File: src/alu_pkg.sv
/*
 * ALU package
 * widths, opcodes, control bus and co-processor result types
 * shared by the integer ALU slice and its co-processors
 */
package alu_pkg;

    // ------------------------------------------------------------------------
    // widths and indices
    // ------------------------------------------------------------------------
    localparam int xlen_c       = 32; // data path width
    localparam int shamt_w_c    = 5;  // shift amount width
    localparam int cp_num_c     = 2;  // number of co-processors
    localparam int cp_shift_c   = 0;  // trigger bit of the shifter
    localparam int cp_cond_c    = 1;  // trigger bit of the conditional unit
    localparam int cp_timeout_c = 4;  // timeout counter msb, ~16 cycles
    localparam int cmp_equal_c  = 0;  // comparator status: rs1 == rs2
    localparam int cmp_less_c   = 1;  // comparator status: rs1 < rs2

    typedef logic [xlen_c-1:0] word_t;

    // ------------------------------------------------------------------------
    // opcodes
    // ------------------------------------------------------------------------
    typedef enum logic [2:0] {
        alu_op_add_c  = 3'b000,
        alu_op_sub_c  = 3'b001,
        alu_op_cp_c   = 3'b010, // co-processor result
        alu_op_slt_c  = 3'b011,
        alu_op_movb_c = 3'b100, // pass operand b
        alu_op_xor_c  = 3'b101,
        alu_op_or_c   = 3'b110,
        alu_op_and_c  = 3'b111
    } alu_op_t;

    typedef logic [1:0] cp_func_t;

    localparam cp_func_t cp_sll_c       = 2'd0; // shifter functions
    localparam cp_func_t cp_srl_c       = 2'd1;
    localparam cp_func_t cp_sra_c       = 2'd2;
    localparam cp_func_t cp_czero_eqz_c = 2'd0; // conditional unit functions
    localparam cp_func_t cp_czero_nez_c = 2'd1;

    // ------------------------------------------------------------------------
    // control bus and co-processor output
    // ------------------------------------------------------------------------
    typedef struct packed {
        alu_op_t               alu_op;       // result select
        logic                  opa_mux;      // 1: pc, 0: rs1
        logic                  opb_mux;      // 1: imm, 0: rs2
        logic                  alu_unsigned; // unsigned compare/add
        logic [cp_num_c-1:0]   cp_trig;      // one-cycle co-processor start
        cp_func_t              cp_func;      // co-processor function
        logic                  trap;         // abort running operation
    } ctrl_t;

    typedef struct packed {
        logic  valid; // one cycle before res
        word_t res;   // zero unless just finished
    } cp_out_t;

endpackage

File: src/alu_datapath.sv
/*
 * ALU datapath
 * branch comparator, operand select, 33-bit adder/subtracter
 * and the combinational result select
 */
`timescale 1ns/10ps

module alu_datapath import alu_pkg::*; (
    input  ctrl_t      ctrl_i,   // control bus
    input  word_t      rs1_i,    // register source 1
    input  word_t      rs2_i,    // register source 2
    input  word_t      pc_i,     // current pc
    input  word_t      imm_i,    // immediate
    input  word_t      cp_res_i, // ORed co-processor result
    output word_t      opb_o,    // operand b to co-processors
    output word_t      res_o,    // ALU result
    output word_t      add_o,    // address result
    output logic [1:0] cmp_o     // comparator status
);

    logic [xlen_c:0] cmp_rs1;    // sign/zero extended compare operands
    logic [xlen_c:0] cmp_rs2;
    word_t           opa;
    word_t           opb;
    logic [xlen_c:0] opa_x;      // extended adder operands
    logic [xlen_c:0] opb_x;
    logic [xlen_c:0] addsub_res;
    logic            do_sub;

    // ---------------------------------------------------------------------------
    // comparator
    // ---------------------------------------------------------------------------
    assign cmp_rs1 = {rs1_i[xlen_c-1] & ~ctrl_i.alu_unsigned, rs1_i}; // extend by mode
    assign cmp_rs2 = {rs2_i[xlen_c-1] & ~ctrl_i.alu_unsigned, rs2_i};

    assign cmp_o[cmp_equal_c] = (rs1_i == rs2_i);
    assign cmp_o[cmp_less_c]  = ($signed(cmp_rs1) < $signed(cmp_rs2)); // 33-bit signed

    // ---------------------------------------------------------------------------
    // operand select and adder
    // ---------------------------------------------------------------------------
    assign opa   = ctrl_i.opa_mux ? pc_i  : rs1_i;
    assign opb   = ctrl_i.opb_mux ? imm_i : rs2_i;
    assign opb_o = opb;

    assign opa_x  = {opa[xlen_c-1] & ~ctrl_i.alu_unsigned, opa};
    assign opb_x  = {opb[xlen_c-1] & ~ctrl_i.alu_unsigned, opb};
    assign do_sub = (ctrl_i.alu_op == alu_op_sub_c) || (ctrl_i.alu_op == alu_op_slt_c);

    always_comb begin
        if (do_sub) begin
            addsub_res = opa_x - opb_x;  // slt reads the sign bit
        end else begin
            addsub_res = opa_x + opb_x;
        end
    end

    assign add_o = addsub_res[xlen_c-1:0]; // address output

    // ---------------------------------------------------------------------------
    // result select
    // ---------------------------------------------------------------------------
    always_comb begin
        unique case (ctrl_i.alu_op)
            alu_op_add_c:  res_o = addsub_res[xlen_c-1:0];
            alu_op_sub_c:  res_o = addsub_res[xlen_c-1:0];
            alu_op_cp_c:   res_o = cp_res_i;
            alu_op_slt_c:  res_o = {{(xlen_c-1){1'b0}}, addsub_res[xlen_c]};
            alu_op_movb_c: res_o = opb;
            alu_op_xor_c:  res_o = rs1_i ^ opb;
            alu_op_or_c:   res_o = rs1_i | opb;
            alu_op_and_c:  res_o = rs1_i & opb;
            default:       res_o = addsub_res[xlen_c-1:0];
        endcase
    end

endmodule

File: src/cp_monitor.sv
/*
 * co-processor monitor
 * tracks a running co-processor operation and raises a one-cycle
 * timeout exception, cleared by the registered done or by a trap
 */
`timescale 1ns/10ps

module cp_monitor import alu_pkg::*; (
    input  logic                clk_i,
    input  logic                rstn_i,
    input  logic [cp_num_c-1:0] trig_i, // co-processor start pulses
    input  logic                done_i, // any co-processor valid
    input  logic                trap_i, // abort
    output logic                exc_o   // timeout exception
);

    logic                  run;  // operation in progress
    logic                  fin;  // registered done
    logic                  exc;
    logic [cp_timeout_c:0] cnt;  // cycles while running
    logic                  tmo;  // first cycle with msb set

    // only the cycle the msb turns on, so exc stays one cycle wide
    assign tmo = cnt[cp_timeout_c] & ~(|cnt[cp_timeout_c-1:0]);

    always_ff @(posedge clk_i or negedge rstn_i) begin
        if (!rstn_i) begin
            run <= 1'b0;
            fin <= 1'b0;
            exc <= 1'b0;
            cnt <= '0;
        end else begin
            exc <= run & tmo & ~fin;
            fin <= done_i;
            if (!run) begin
                cnt <= '0;
                if (|trig_i) begin
                    run <= 1'b1;                 // start tracking
                end
            end else begin
                cnt <= cnt + 1'b1;
                if (fin || trap_i) begin
                    run <= 1'b0;                 // done or abort
                end
            end
        end
    end

    assign exc_o = exc;

endmodule

File: src/cp_shifter.sv
/*
 * serial shifter co-processor
 * sll, srl and sra, one bit position per cycle
 */
`timescale 1ns/10ps

module cp_shifter import alu_pkg::*; (
    input  logic                 clk_i,
    input  logic                 rstn_i,
    input  logic                 start_i, // one-cycle trigger
    input  cp_func_t             func_i,  // shift type
    input  word_t                rs1_i,   // value to shift
    input  logic [shamt_w_c-1:0] shamt_i, // shift amount
    output cp_out_t              out_o
);

    logic                 busy;   // shifting
    logic                 done;   // result cycle
    logic [shamt_w_c-1:0] cnt;    // remaining steps
    word_t                sreg;   // shift register
    cp_func_t             func_q;
    logic                 last;   // count exhausted

    assign last = busy & (cnt == '0);

    // control
    always_ff @(posedge clk_i or negedge rstn_i) begin
        if (!rstn_i) begin
            busy <= 1'b0;
            done <= 1'b0;
            cnt  <= '0;
        end else begin
            done <= last;                    // result one cycle after valid
            if (start_i) begin
                busy <= 1'b1;
                cnt  <= shamt_i;
            end else if (last) begin
                busy <= 1'b0;
            end else if (busy) begin
                cnt  <= cnt - 1'b1;
            end
        end
    end

    // data
    always_ff @(posedge clk_i) begin
        if (start_i) begin
            sreg   <= rs1_i;
            func_q <= func_i;
        end else if (busy && !last) begin
            case (func_q)
                cp_sll_c: sreg <= {sreg[xlen_c-2:0], 1'b0};
                cp_srl_c: sreg <= {1'b0, sreg[xlen_c-1:1]};
                cp_sra_c: sreg <= {sreg[xlen_c-1], sreg[xlen_c-1:1]}; // keep sign
                default:  sreg <= {1'b0, sreg[xlen_c-1:1]};
            endcase
        end
    end

    assign out_o.valid = last;
    assign out_o.res   = done ? sreg : '0; // zero outside result cycle

endmodule

File: src/cp_cond.sv
/*
 * conditional-zero co-processor
 * czero.eqz and czero.nez, result two cycles after start
 */
`timescale 1ns/10ps

module cp_cond import alu_pkg::*; (
    input  logic     clk_i,
    input  logic     rstn_i,
    input  logic     start_i, // one-cycle trigger
    input  cp_func_t func_i,  // eqz or nez
    input  word_t    rs1_i,   // value passed through
    input  word_t    rs2_i,   // condition
    output cp_out_t  out_o
);

    logic  busy;      // valid cycle
    logic  done;      // result cycle
    logic  rs2_zero;  // registered zero test
    logic  nez_q;
    word_t rs1_q;
    logic  zero_res;  // result forced to zero

    always_ff @(posedge clk_i or negedge rstn_i) begin
        if (!rstn_i) begin
            busy <= 1'b0;
            done <= 1'b0;
        end else begin
            busy <= start_i;
            done <= busy;
        end
    end

    always_ff @(posedge clk_i) begin
        if (start_i) begin
            rs1_q    <= rs1_i;
            rs2_zero <= (rs2_i == '0);
            nez_q    <= (func_i == cp_czero_nez_c);
        end
    end

    // eqz zeroes on rs2 == 0, nez on rs2 != 0
    assign zero_res = nez_q ? ~rs2_zero : rs2_zero;

    assign out_o.valid = busy;
    assign out_o.res   = (done && !zero_res) ? rs1_q : '0;

endmodule

File: src/alu_top.sv
/*
 * ALU top level
 * datapath, co-processor monitor, serial shifter and conditional unit
 */
`timescale 1ns/10ps

module alu_top import alu_pkg::*; (
    input  logic       clk_i,     // clock, rising edge
    input  logic       rstn_i,    // async reset, active low
    input  ctrl_t      ctrl_i,    // control bus
    input  word_t      rs1_i,
    input  word_t      rs2_i,
    input  word_t      pc_i,
    input  word_t      imm_i,
    output word_t      res_o,     // ALU result
    output word_t      add_o,     // address result
    output logic [1:0] cmp_o,     // comparator status
    output logic       exc_o,     // co-processor timeout
    output logic       cp_done_o  // co-processor done pulse
);

    word_t                  opb;
    word_t                  cp_res;
    cp_out_t [cp_num_c-1:0] cp_out;  // one per co-processor

    alu_datapath u_datapath (
        .ctrl_i   (ctrl_i),
        .rs1_i    (rs1_i),
        .rs2_i    (rs2_i),
        .pc_i     (pc_i),
        .imm_i    (imm_i),
        .cp_res_i (cp_res),
        .opb_o    (opb),
        .res_o    (res_o),
        .add_o    (add_o),
        .cmp_o    (cmp_o)
    );

    cp_monitor u_monitor (
        .clk_i  (clk_i),
        .rstn_i (rstn_i),
        .trig_i (ctrl_i.cp_trig),
        .done_i (cp_done_o),
        .trap_i (ctrl_i.trap),
        .exc_o  (exc_o)
    );

    // ---------------------------------------------------------------------------
    // co-processors
    // ---------------------------------------------------------------------------
    cp_shifter u_shifter (
        .clk_i   (clk_i),
        .rstn_i  (rstn_i),
        .start_i (ctrl_i.cp_trig[cp_shift_c]),
        .func_i  (ctrl_i.cp_func),
        .rs1_i   (rs1_i),
        .shamt_i (opb[shamt_w_c-1:0]),     // low bits of operand b
        .out_o   (cp_out[cp_shift_c])
    );

    cp_cond u_cond (
        .clk_i   (clk_i),
        .rstn_i  (rstn_i),
        .start_i (ctrl_i.cp_trig[cp_cond_c]),
        .func_i  (ctrl_i.cp_func),
        .rs1_i   (rs1_i),
        .rs2_i   (rs2_i),
        .out_o   (cp_out[cp_cond_c])
    );

    // idle co-processors drive zero, so a plain OR merges them
    always_comb begin
        cp_res    = '0;
        cp_done_o = 1'b0;
        for (int i = 0; i < cp_num_c; i++) begin
            cp_res    = cp_res | cp_out[i].res;
            cp_done_o = cp_done_o | cp_out[i].valid;
        end
    end

endmodule

File: config.mk
export PLATFORM = sky130hd
export DESIGN_NAME = alu_top
export DESIGN_NICKNAME = d
export VERILOG_FILES = /design/src/alu_pkg.sv /design/src/alu_datapath.sv /design/src/cp_monitor.sv /design/src/cp_shifter.sv /design/src/cp_cond.sv /design/src/alu_top.sv
export SDC_FILE = /design/constraint.sdc
export NUM_CORES = 1
export LEC_CHECK = 0
export ABC_AREA = 1
export BUFFER_PORTS_ARGS = -buffer_cell sky130_fd_sc_hd__clkbuf_2
export CAP_MARGIN = 20
export CORE_AREA = 2 2 175 177
export CTS_BUF_LIST = sky130_fd_sc_hd__clkbuf_8
export CTS_CLUSTER_SIZE = 40
export DETAILED_ROUTE_END_ITERATION = 6
export DIE_AREA = 0 0 177 179
export MAX_ROUTING_LAYER = met4
export PLACE_DENSITY = 0.73
export SLEW_MARGIN = 10
export SYNTH_ARGS = -nofsm -noshare
export SYNTH_HDL_FRONTEND = slang
export SYNTH_HIERARCHICAL = 1
export SYNTH_SLANG_ARGS = --single-unit
File: constraint.sdc
create_clock -name clk_i -period 3.1 [get_ports clk_i]
set_input_delay 0.31 -clock clk_i [delete_from_list [all_inputs] [get_ports clk_i]]
set_output_delay 0.31 -clock clk_i [all_outputs]
set_load 0.05 [all_outputs]
==> impl_metrics.env, run 1 <==
export IMPL_r2r_cells=5
export IMPL_nNetsFinal=2606
export IMPL_synth_top_area_cell="edfxtp_1"
export IMPL_finalWorstSetupSlack_ns=-0.638
export IMPL_syn_area_um2=11800
export IMPL_setup_viol=56
export IMPL_synthTopCellsByArea="edfxtp_1 17%, nand2_1 16%, ha_1 14%"
export IMPL_wl_mm=50.9
export IMPL_path_clk_slew_ns=0.09
export IMPL_rsz0062_at_grt="true"
export IMPL_tightest_slew_ns=1.06
export IMPL_viasPerCell=5.18
export IMPL_start_kind="input pin"
export IMPL_io_pins=209
export IMPL_hold_depth=2
export IMPL_p_per_area_nw_per_um2=461
export IMPL_initial_core_util_pct=39.2
export IMPL_grt_start_max_net_pins=44
export IMPL_period_share_pct=121
export IMPL_fin_tns_setup_ns=-22.62
export IMPL_clk_latency_ns=0.37
export IMPL_ys_seq_area_share_pct=21.0
export IMPL_max_freq_ghz=0.268
export IMPL_tritoncts="yes"
export IMPL_required_ns=2.79
export IMPL_drv_slew=0
export IMPL_crit_fanout=6
export IMPL_vias=14179
export IMPL_io_buffers=208
export IMPL_ir_drop_v=0.000508
export IMPL_period_minus_slack_ns=3.74
export IMPL_max_cap_violations=0
export IMPL_num_rows=64
export IMPL_drive_above_1_share_pct=42.3
export IMPL_p_leak_nw=9.52
export IMPL_hpwl_mm=41.5
export IMPL_fp_dieH_um=179
export IMPL_first_pass_iters=5
export IMPL_area_growth_pct=60.0
export IMPL_synth_edff_count=68
export IMPL_hold_violations=0
export IMPL_core_area_um2=30000
export IMPL_yosys_warnings=6
export IMPL_track_usage_pct=32.6
export IMPL_crit_path_end_kind="output port"
export IMPL_netlist_area_leader_share_pct=17.3
export IMPL_htree_levels=3
export IMPL_drc=0
export IMPL_ys_flop_type="edfxtp_1"
export IMPL_hp_class="in -> reg"
export IMPL_ys_types=52
export IMPL_grt_pass1_vias=13985
export IMPL_gp_congestion=1.01
export IMPL_netlist_top_cells_count="512 x nand2_1, 318 x inv_1, 184 x nor2_1, 132 x ha_1, 117 x a21oi_1"
export IMPL_avgSynthCellArea_um2=6.42
export IMPL_grt_pass1_wl_mm=76.2
export IMPL_antenna_found_initial=2
export IMPL_slew_headroom_pct=29.1
export IMPL_dieArea_um2=31700
export IMPL_die_w_um=177
export IMPL_drt_iter0_drc=1118
export IMPL_crit_arrival_ns=3.43
export IMPL_cts_root_buf="clkbuf_8"
export IMPL_ant_nets=0
export IMPL_cts_buffer_depth=2
export IMPL_run_status="complete, but fails checks"
export IMPL_finClkSkew_ns=0.0124
export IMPL_failed_checks="negative setup slack"
export IMPL_final_area_um2=18800
export IMPL_post_dp_cell_area_um2=17000
export IMPL_post_place_ws_ns=-0.871
export IMPL_syn_nets=2109
export IMPL_synthArstFlopShare_pct=20.0
export IMPL_critical_path_class="in -> out"
export IMPL_synth_cells=1835
export IMPL_power_total_mw=8.69
export IMPL_clock_sinks=85
export IMPL_synth_seq_cells=85
export IMPL_cts_made_buffers=9
export IMPL_synth_most_common_cell="nand2_1"
export IMPL_routedWlPerCell_um=18.6
export IMPL_grt_ovfl_total=0
-- per-stage QoR --
step | cells | util (%) | hold slack [ns]
final | 2735 | 62.7 | 0.114
after global routing | 2735 | 62.7 | 0.100
after CTS | 2720 | 59.7 | 0.102
after detailed placement | 2689 | 56.5 | 0.267
after global placement | 2689 | 56.5 | 0.256
after floorplan | 1835 | - | 0.0144
-- layer usage --
layer	share of wire, %	up-vias	global-route usage, %
met5	0	-	-
met4	5.3	0	14.9
met3	6.2	136	3.01
met2	47	600	53.5
met1	41	6592	40.9
li1	-	6851	-
-- cell type report --
type | count | area, µm²
Fill cell | 2761 | 11200
Multi-Input combinational cell | 1359 | 9700
Timing Repair Buffer | 546 | 4720
Sequential cell | 85 | 2470
Inverter | 331 | 1260
Tap cell | 396 | 495
Clock buffer | 10 | 138
Clock inverter | 6 | 52.6
Antenna cell | 2 | 5.00
-- layout by cell type (no fill, tap or decap), types with 25 or more instances in the layout --
cell,synthesis,final
nand2_2,5,87
a21oi_1,117,87
inv_1,318,298
nor2_2,16,44
nor2_1,184,134
clkbuf_2,0,147
inv_2,12,28
ha_1,132,114
buf_4,2,302
nand2_1,512,384
o21ai_2,27,27
nand2_4,2,44
nor2_4,5,27
a21oi_2,12,29
buf_6,17,25
edfxtp_1,68,68
o21ai_0,82,71
buf_12,2,64
nand3_1,70,46
-- sequential cells by signal, indices dropped and copies added (netlist names) --
name and count:
u_cond/busy 1, u_cond/done 1, u_cond/nez_q 1, u_cond/rs1_q 32, u_cond/rs2_zero 1, u_monitor/cnt 5, u_monitor/exc_o 1, u_monitor/fin 1
u_monitor/run 1, u_shifter/busy 1, u_shifter/cnt 5, u_shifter/done 1, u_shifter/func_q 2, u_shifter/sreg 32
-- power by group --
part           internal, mW  switching, mW
clock                 0.326          0.451
sequential             1.48          0.179
combinational          2.75           3.50
-- path summary, 6_finish.rpt --
kind                                            to                start  slack, ns
worst max-delay path                      res_o[0]            ctrl_i[6]      -0.64
worst min-delay path                 u_monitor/run            ctrl_i[0]       0.11
worst max register to register  u_shifter/sreg[24]  u_shifter/func_q[1]       1.37
worst min register to register         u_cond/done          u_cond/busy       0.39
max in group asynchronous         u_shifter/cnt[4]               rstn_i       2.40
min in group asynchronous         u_shifter/cnt[1]               rstn_i       0.40
-- critical path, stage by stage --
cell       delay (ns)
clkbuf_16        0.15
buf_12           0.14
nand2_4          0.06
o21ai_4          0.06
inv_4            0.08
ha_4             0.16
nand2_4          0.05
nor2_4           0.14
nand2_2          0.10
nor2_4           0.18
inv_2            0.08
o21ai_4          0.15
xor2_2           0.11
ha_4             0.35
nand2_8          0.09
nor2_4           0.13
nand2_2          0.09
nor2_2           0.14
nand2_2          0.08
nand3_4          0.12
nand2_2          0.06
nand2_2          0.06
nand3_2          0.12
a21oi_4          0.24
buf_12           0.16
-- cell families (layout without fill, tap and decap cells) --
logic type	after synthesis	count (layout)	synth area share, %
compound gates	326	326	17.0
xor+xnor	41	41	3.05
fa+ha+maj	133	133	14.2
buf+inv	391	893	14.2
flops	85	85	21.0
other cells	0	2	0
simple gates	859	859	30.6
-- repair_timing --
| action | 4_1_cts | 5_1_grt |
|---|---|---|
| hold buffers | 1 | 0 |
| gates cloned | 1 | 2 |
| endpoints found under the setup margin | 59 | 59 |
| buffers inserted | 13 | 16 |
| resized for setup | 151 | 201 |
| hold endpoints to repair | 17 | 0 |
| pin swaps | 70 | 80 |
Power figures use the tool's default switching activity.
==> run 2, diff against run 1 <==
ABC_CLOCK_PERIOD_IN_PS = 3100   (was not set)
SETUP_SLACK_MARGIN = 0.2   (was not set)
==> run 2 against run 1 <==
Against the previous run: the flow still finishes with violations (negative setup slack); non-clock buffer count grew 27; critical path type unchanged; combinational power rose by 3%; die area is the same; highest routed layer unchanged.
==> impl_metrics.env, run 2 (synthesis gave the netlist of run 1 again) <==
export IMPL_rsz0062_at_grt="true"
export IMPL_hold_violations=0
export IMPL_fin_tns_setup_ns=-25.96
export IMPL_layout_commonest_cell="nand2_1"
export IMPL_start_kind="input pin"
export IMPL_run_status="complete, but fails checks"
export IMPL_grt_start_max_net_pins=44
export IMPL_drt_iter0_drc=1086
export IMPL_track_usage_pct=32.4
export IMPL_post_dp_cell_area_um2=17100
export IMPL_reg2reg_setup_slack_ns=1.38
export IMPL_slew_headroom_pct=32.0
export IMPL_grt_ovfl_total=0
export IMPL_drv_slew=0
export IMPL_hpwl_mm=41.4
export IMPL_dieArea_um2=31700
export IMPL_use_met3_pct=2.46
export IMPL_final_util_pct=64.2
export IMPL_vias=14179
export IMPL_gp_congestion=1.02
export IMPL_max_cap_violations=0
export IMPL_startpoint="ctrl_i[6]"
export IMPL_power_total_mw=8.92
export IMPL_setup_viol=56
export IMPL_use_met2_pct=55.0
export IMPL_antenna_found_initial=1
export IMPL_finClkSkew_ns=0.00565
export IMPL_crit_path_end_kind="output port"
export IMPL_clk_latency_ns=0.36
export IMPL_first_pass_iters=6
export IMPL_cts_root_buf="clkbuf_8"
export IMPL_required_ns=2.79
export IMPL_wl_mm=51.0
export IMPL_timing_critical_path_mode_cell="nand2_2"
export IMPL_drive_above_1_share_pct=43.7
export IMPL_critical_path_class="in -> out"
export IMPL_ant_nets=0
export IMPL_r2r_end="u_shifter/sreg[23]"
export IMPL_initial_core_util_pct=39.2
export IMPL_hp_class="in -> reg"
export IMPL_io_pins=209
export IMPL_period_share_pct=121
export IMPL_tightest_slew_ns=1.02
export IMPL_core_area_um2=30000
export IMPL_multi_input_area_um2=9850
export IMPL_max_stage_delay_ns=0.25
export IMPL_io_buffers=208
export IMPL_routedWlPerCell_um=18.5
export IMPL_nNetsFinal=2633
export IMPL_finalWorstSetupSlack_ns=-0.650
export IMPL_fillCellCount=2696
export IMPL_regToRegStartpoint="u_shifter/func_q[1]"
export IMPL_r2r_cells=5
export IMPL_ff_latch_area_um2=2470
export IMPL_dp_cells=2692
export IMPL_cts_buffer_depth=2
export IMPL_reg_largest_list="u_cond/rs1_q x32, u_shifter/sreg x32"
export IMPL_num_rows=64
export IMPL_path_clk_slew_ns=0.09
export IMPL_crit_fanout=7
export IMPL_viasPerCell=5.14
export IMPL_clock_sinks=85
export IMPL_critical_path_slowest_cell="ha_4"
export IMPL_final_area_um2=19300
export IMPL_cp_endpoint="res_o[23]"
export IMPL_cts_made_buffers=9
export IMPL_grt_pass1_vias=13699
export IMPL_crit_arrival_ns=3.44
export IMPL_worstPathCellList="clkbuf_16 > buf_6 > nand2_2 > o21ai_2 > inv_2 > ha_4 > nand2_4 > nor2_4 > nand2_2 > nor2_4 > inv_2 > nand2_2 > xor2_2 > ha_4 > buf_12 > a21oi_4 > o21ai_2 > a21oi_2 > nand2_2 > nand2_2 > nand3b_1 > nand3_2 > nand2_4 > buf_12"
export IMPL_met1_usage_pct=40.2
export IMPL_grt_pass1_wl_mm=76.1
export IMPL_period_minus_slack_ns=3.75
export IMPL_fp_dieH_um=179
export IMPL_max_freq_ghz=0.267
export IMPL_p_per_area_nw_per_um2=462
export IMPL_failed_checks="negative setup slack"
export IMPL_fin_cells=2761
export IMPL_die_w_um=177
export IMPL_area_growth_pct=63.8
export IMPL_ir_drop_v=0.000492
export IMPL_p_leak_nw=9.71
export IMPL_drc=0
export IMPL_tritoncts="yes"
export IMPL_htree_levels=3
export IMPL_top_usage_layer="met2"
export IMPL_layout_common_cells="374 x nand2_1, 320 x buf_4, 300 x inv_1, 146 x clkbuf_2, 136 x nor2_1"
-- run 2: cell types whose count changed in the layout (fill, tap and decap cells not counted), sizes merged --
cell / previous run / this run
diode: 2 / 1
bufinv: 0 / 1
clkbuf: 162 / 161
buf: 393 / 420
clkinv: 1 / 3
clkinvlp: 2 / 0
-- run 2: worst min path at each step --
stage,from,slack (ns),cells past startpoint,end
after floorplan,rstn_i,0.01,0,u_cond/busy
after detailed placement,rstn_i,0.26,1,u_shifter/cnt[1]
final,ctrl_i[0],0.12,2,u_monitor/run
after global routing,ctrl_i[0],0.12,2,u_monitor/run
after CTS,ctrl_i[0],0.11,2,u_monitor/run
after global placement,rstn_i,0.26,1,u_shifter/cnt[1]
-- run 2: per-layer routing --
metal  routed length [µm]  share of wire [%]  vias to the layer above
li1                     -                  -                     6903
met1                21100                 41                     6594
met2                24500                 48                      566
met3                 2800                5.5                      116
met4                 2580                5.1                        0
met5                    0                  0                        -
-- run 2: through the flow --
| stage | hold WS (ns) | worst slack [ns] |
|---|---|---|
| after floorplan | 0.0144 | -0.595 |
| after global placement | 0.259 | -0.862 |
| after detailed placement | 0.265 | -0.895 |
| after CTS | 0.112 | -0.565 |
| after global routing | 0.117 | -0.768 |
| final | 0.125 | -0.650 |
-- run 2: power breakdown --
part           total (mW)  leakage (nW)  internal (mW)  switching [mW]
combinational        6.44          8.72           2.88            3.56
clock               0.827         0.106          0.386           0.441
sequential           1.65         0.892           1.48           0.163
-- run 2: layout make-up --
class                      count  share of cell area [%]
multi-input combinational   1359                    51.1
timing repair buffer         573                    26.0
inverter                     331                    6.52
antenna                        1                  0.0130
clock inverter                 7                   0.428
clock buffer                   9                   0.642
tap                          396                    2.57
sequential                    85                    12.8
-- run 2: what timing repair did --
| action | in CTS | in global routing |
|---|---|---|
| cloned | 1 | 0 |
| pin swaps | 98 | 90 |
| setup buffers | 36 | 13 |
| resized for setup | 204 | 160 |
| endpoints found under the hold margin | 17 | 0 |
| setup endpoints to repair | 60 | 61 |
| hold buffers | 1 | 0 |
-- run 2: worst max-delay path, delay by kind of cell --
| family | cells | cell delay [ns] |
|---|---|---|
| buffers and inverters | 6 | 0.71 |
| XOR/XNOR | 1 | 0.20 |
| adder cells (fa/ha/maj) | 2 | 0.42 |
| AND/OR/NAND/NOR | 11 | 1.26 |
| AO/OA/AOI/OAI | 4 | 0.51 |
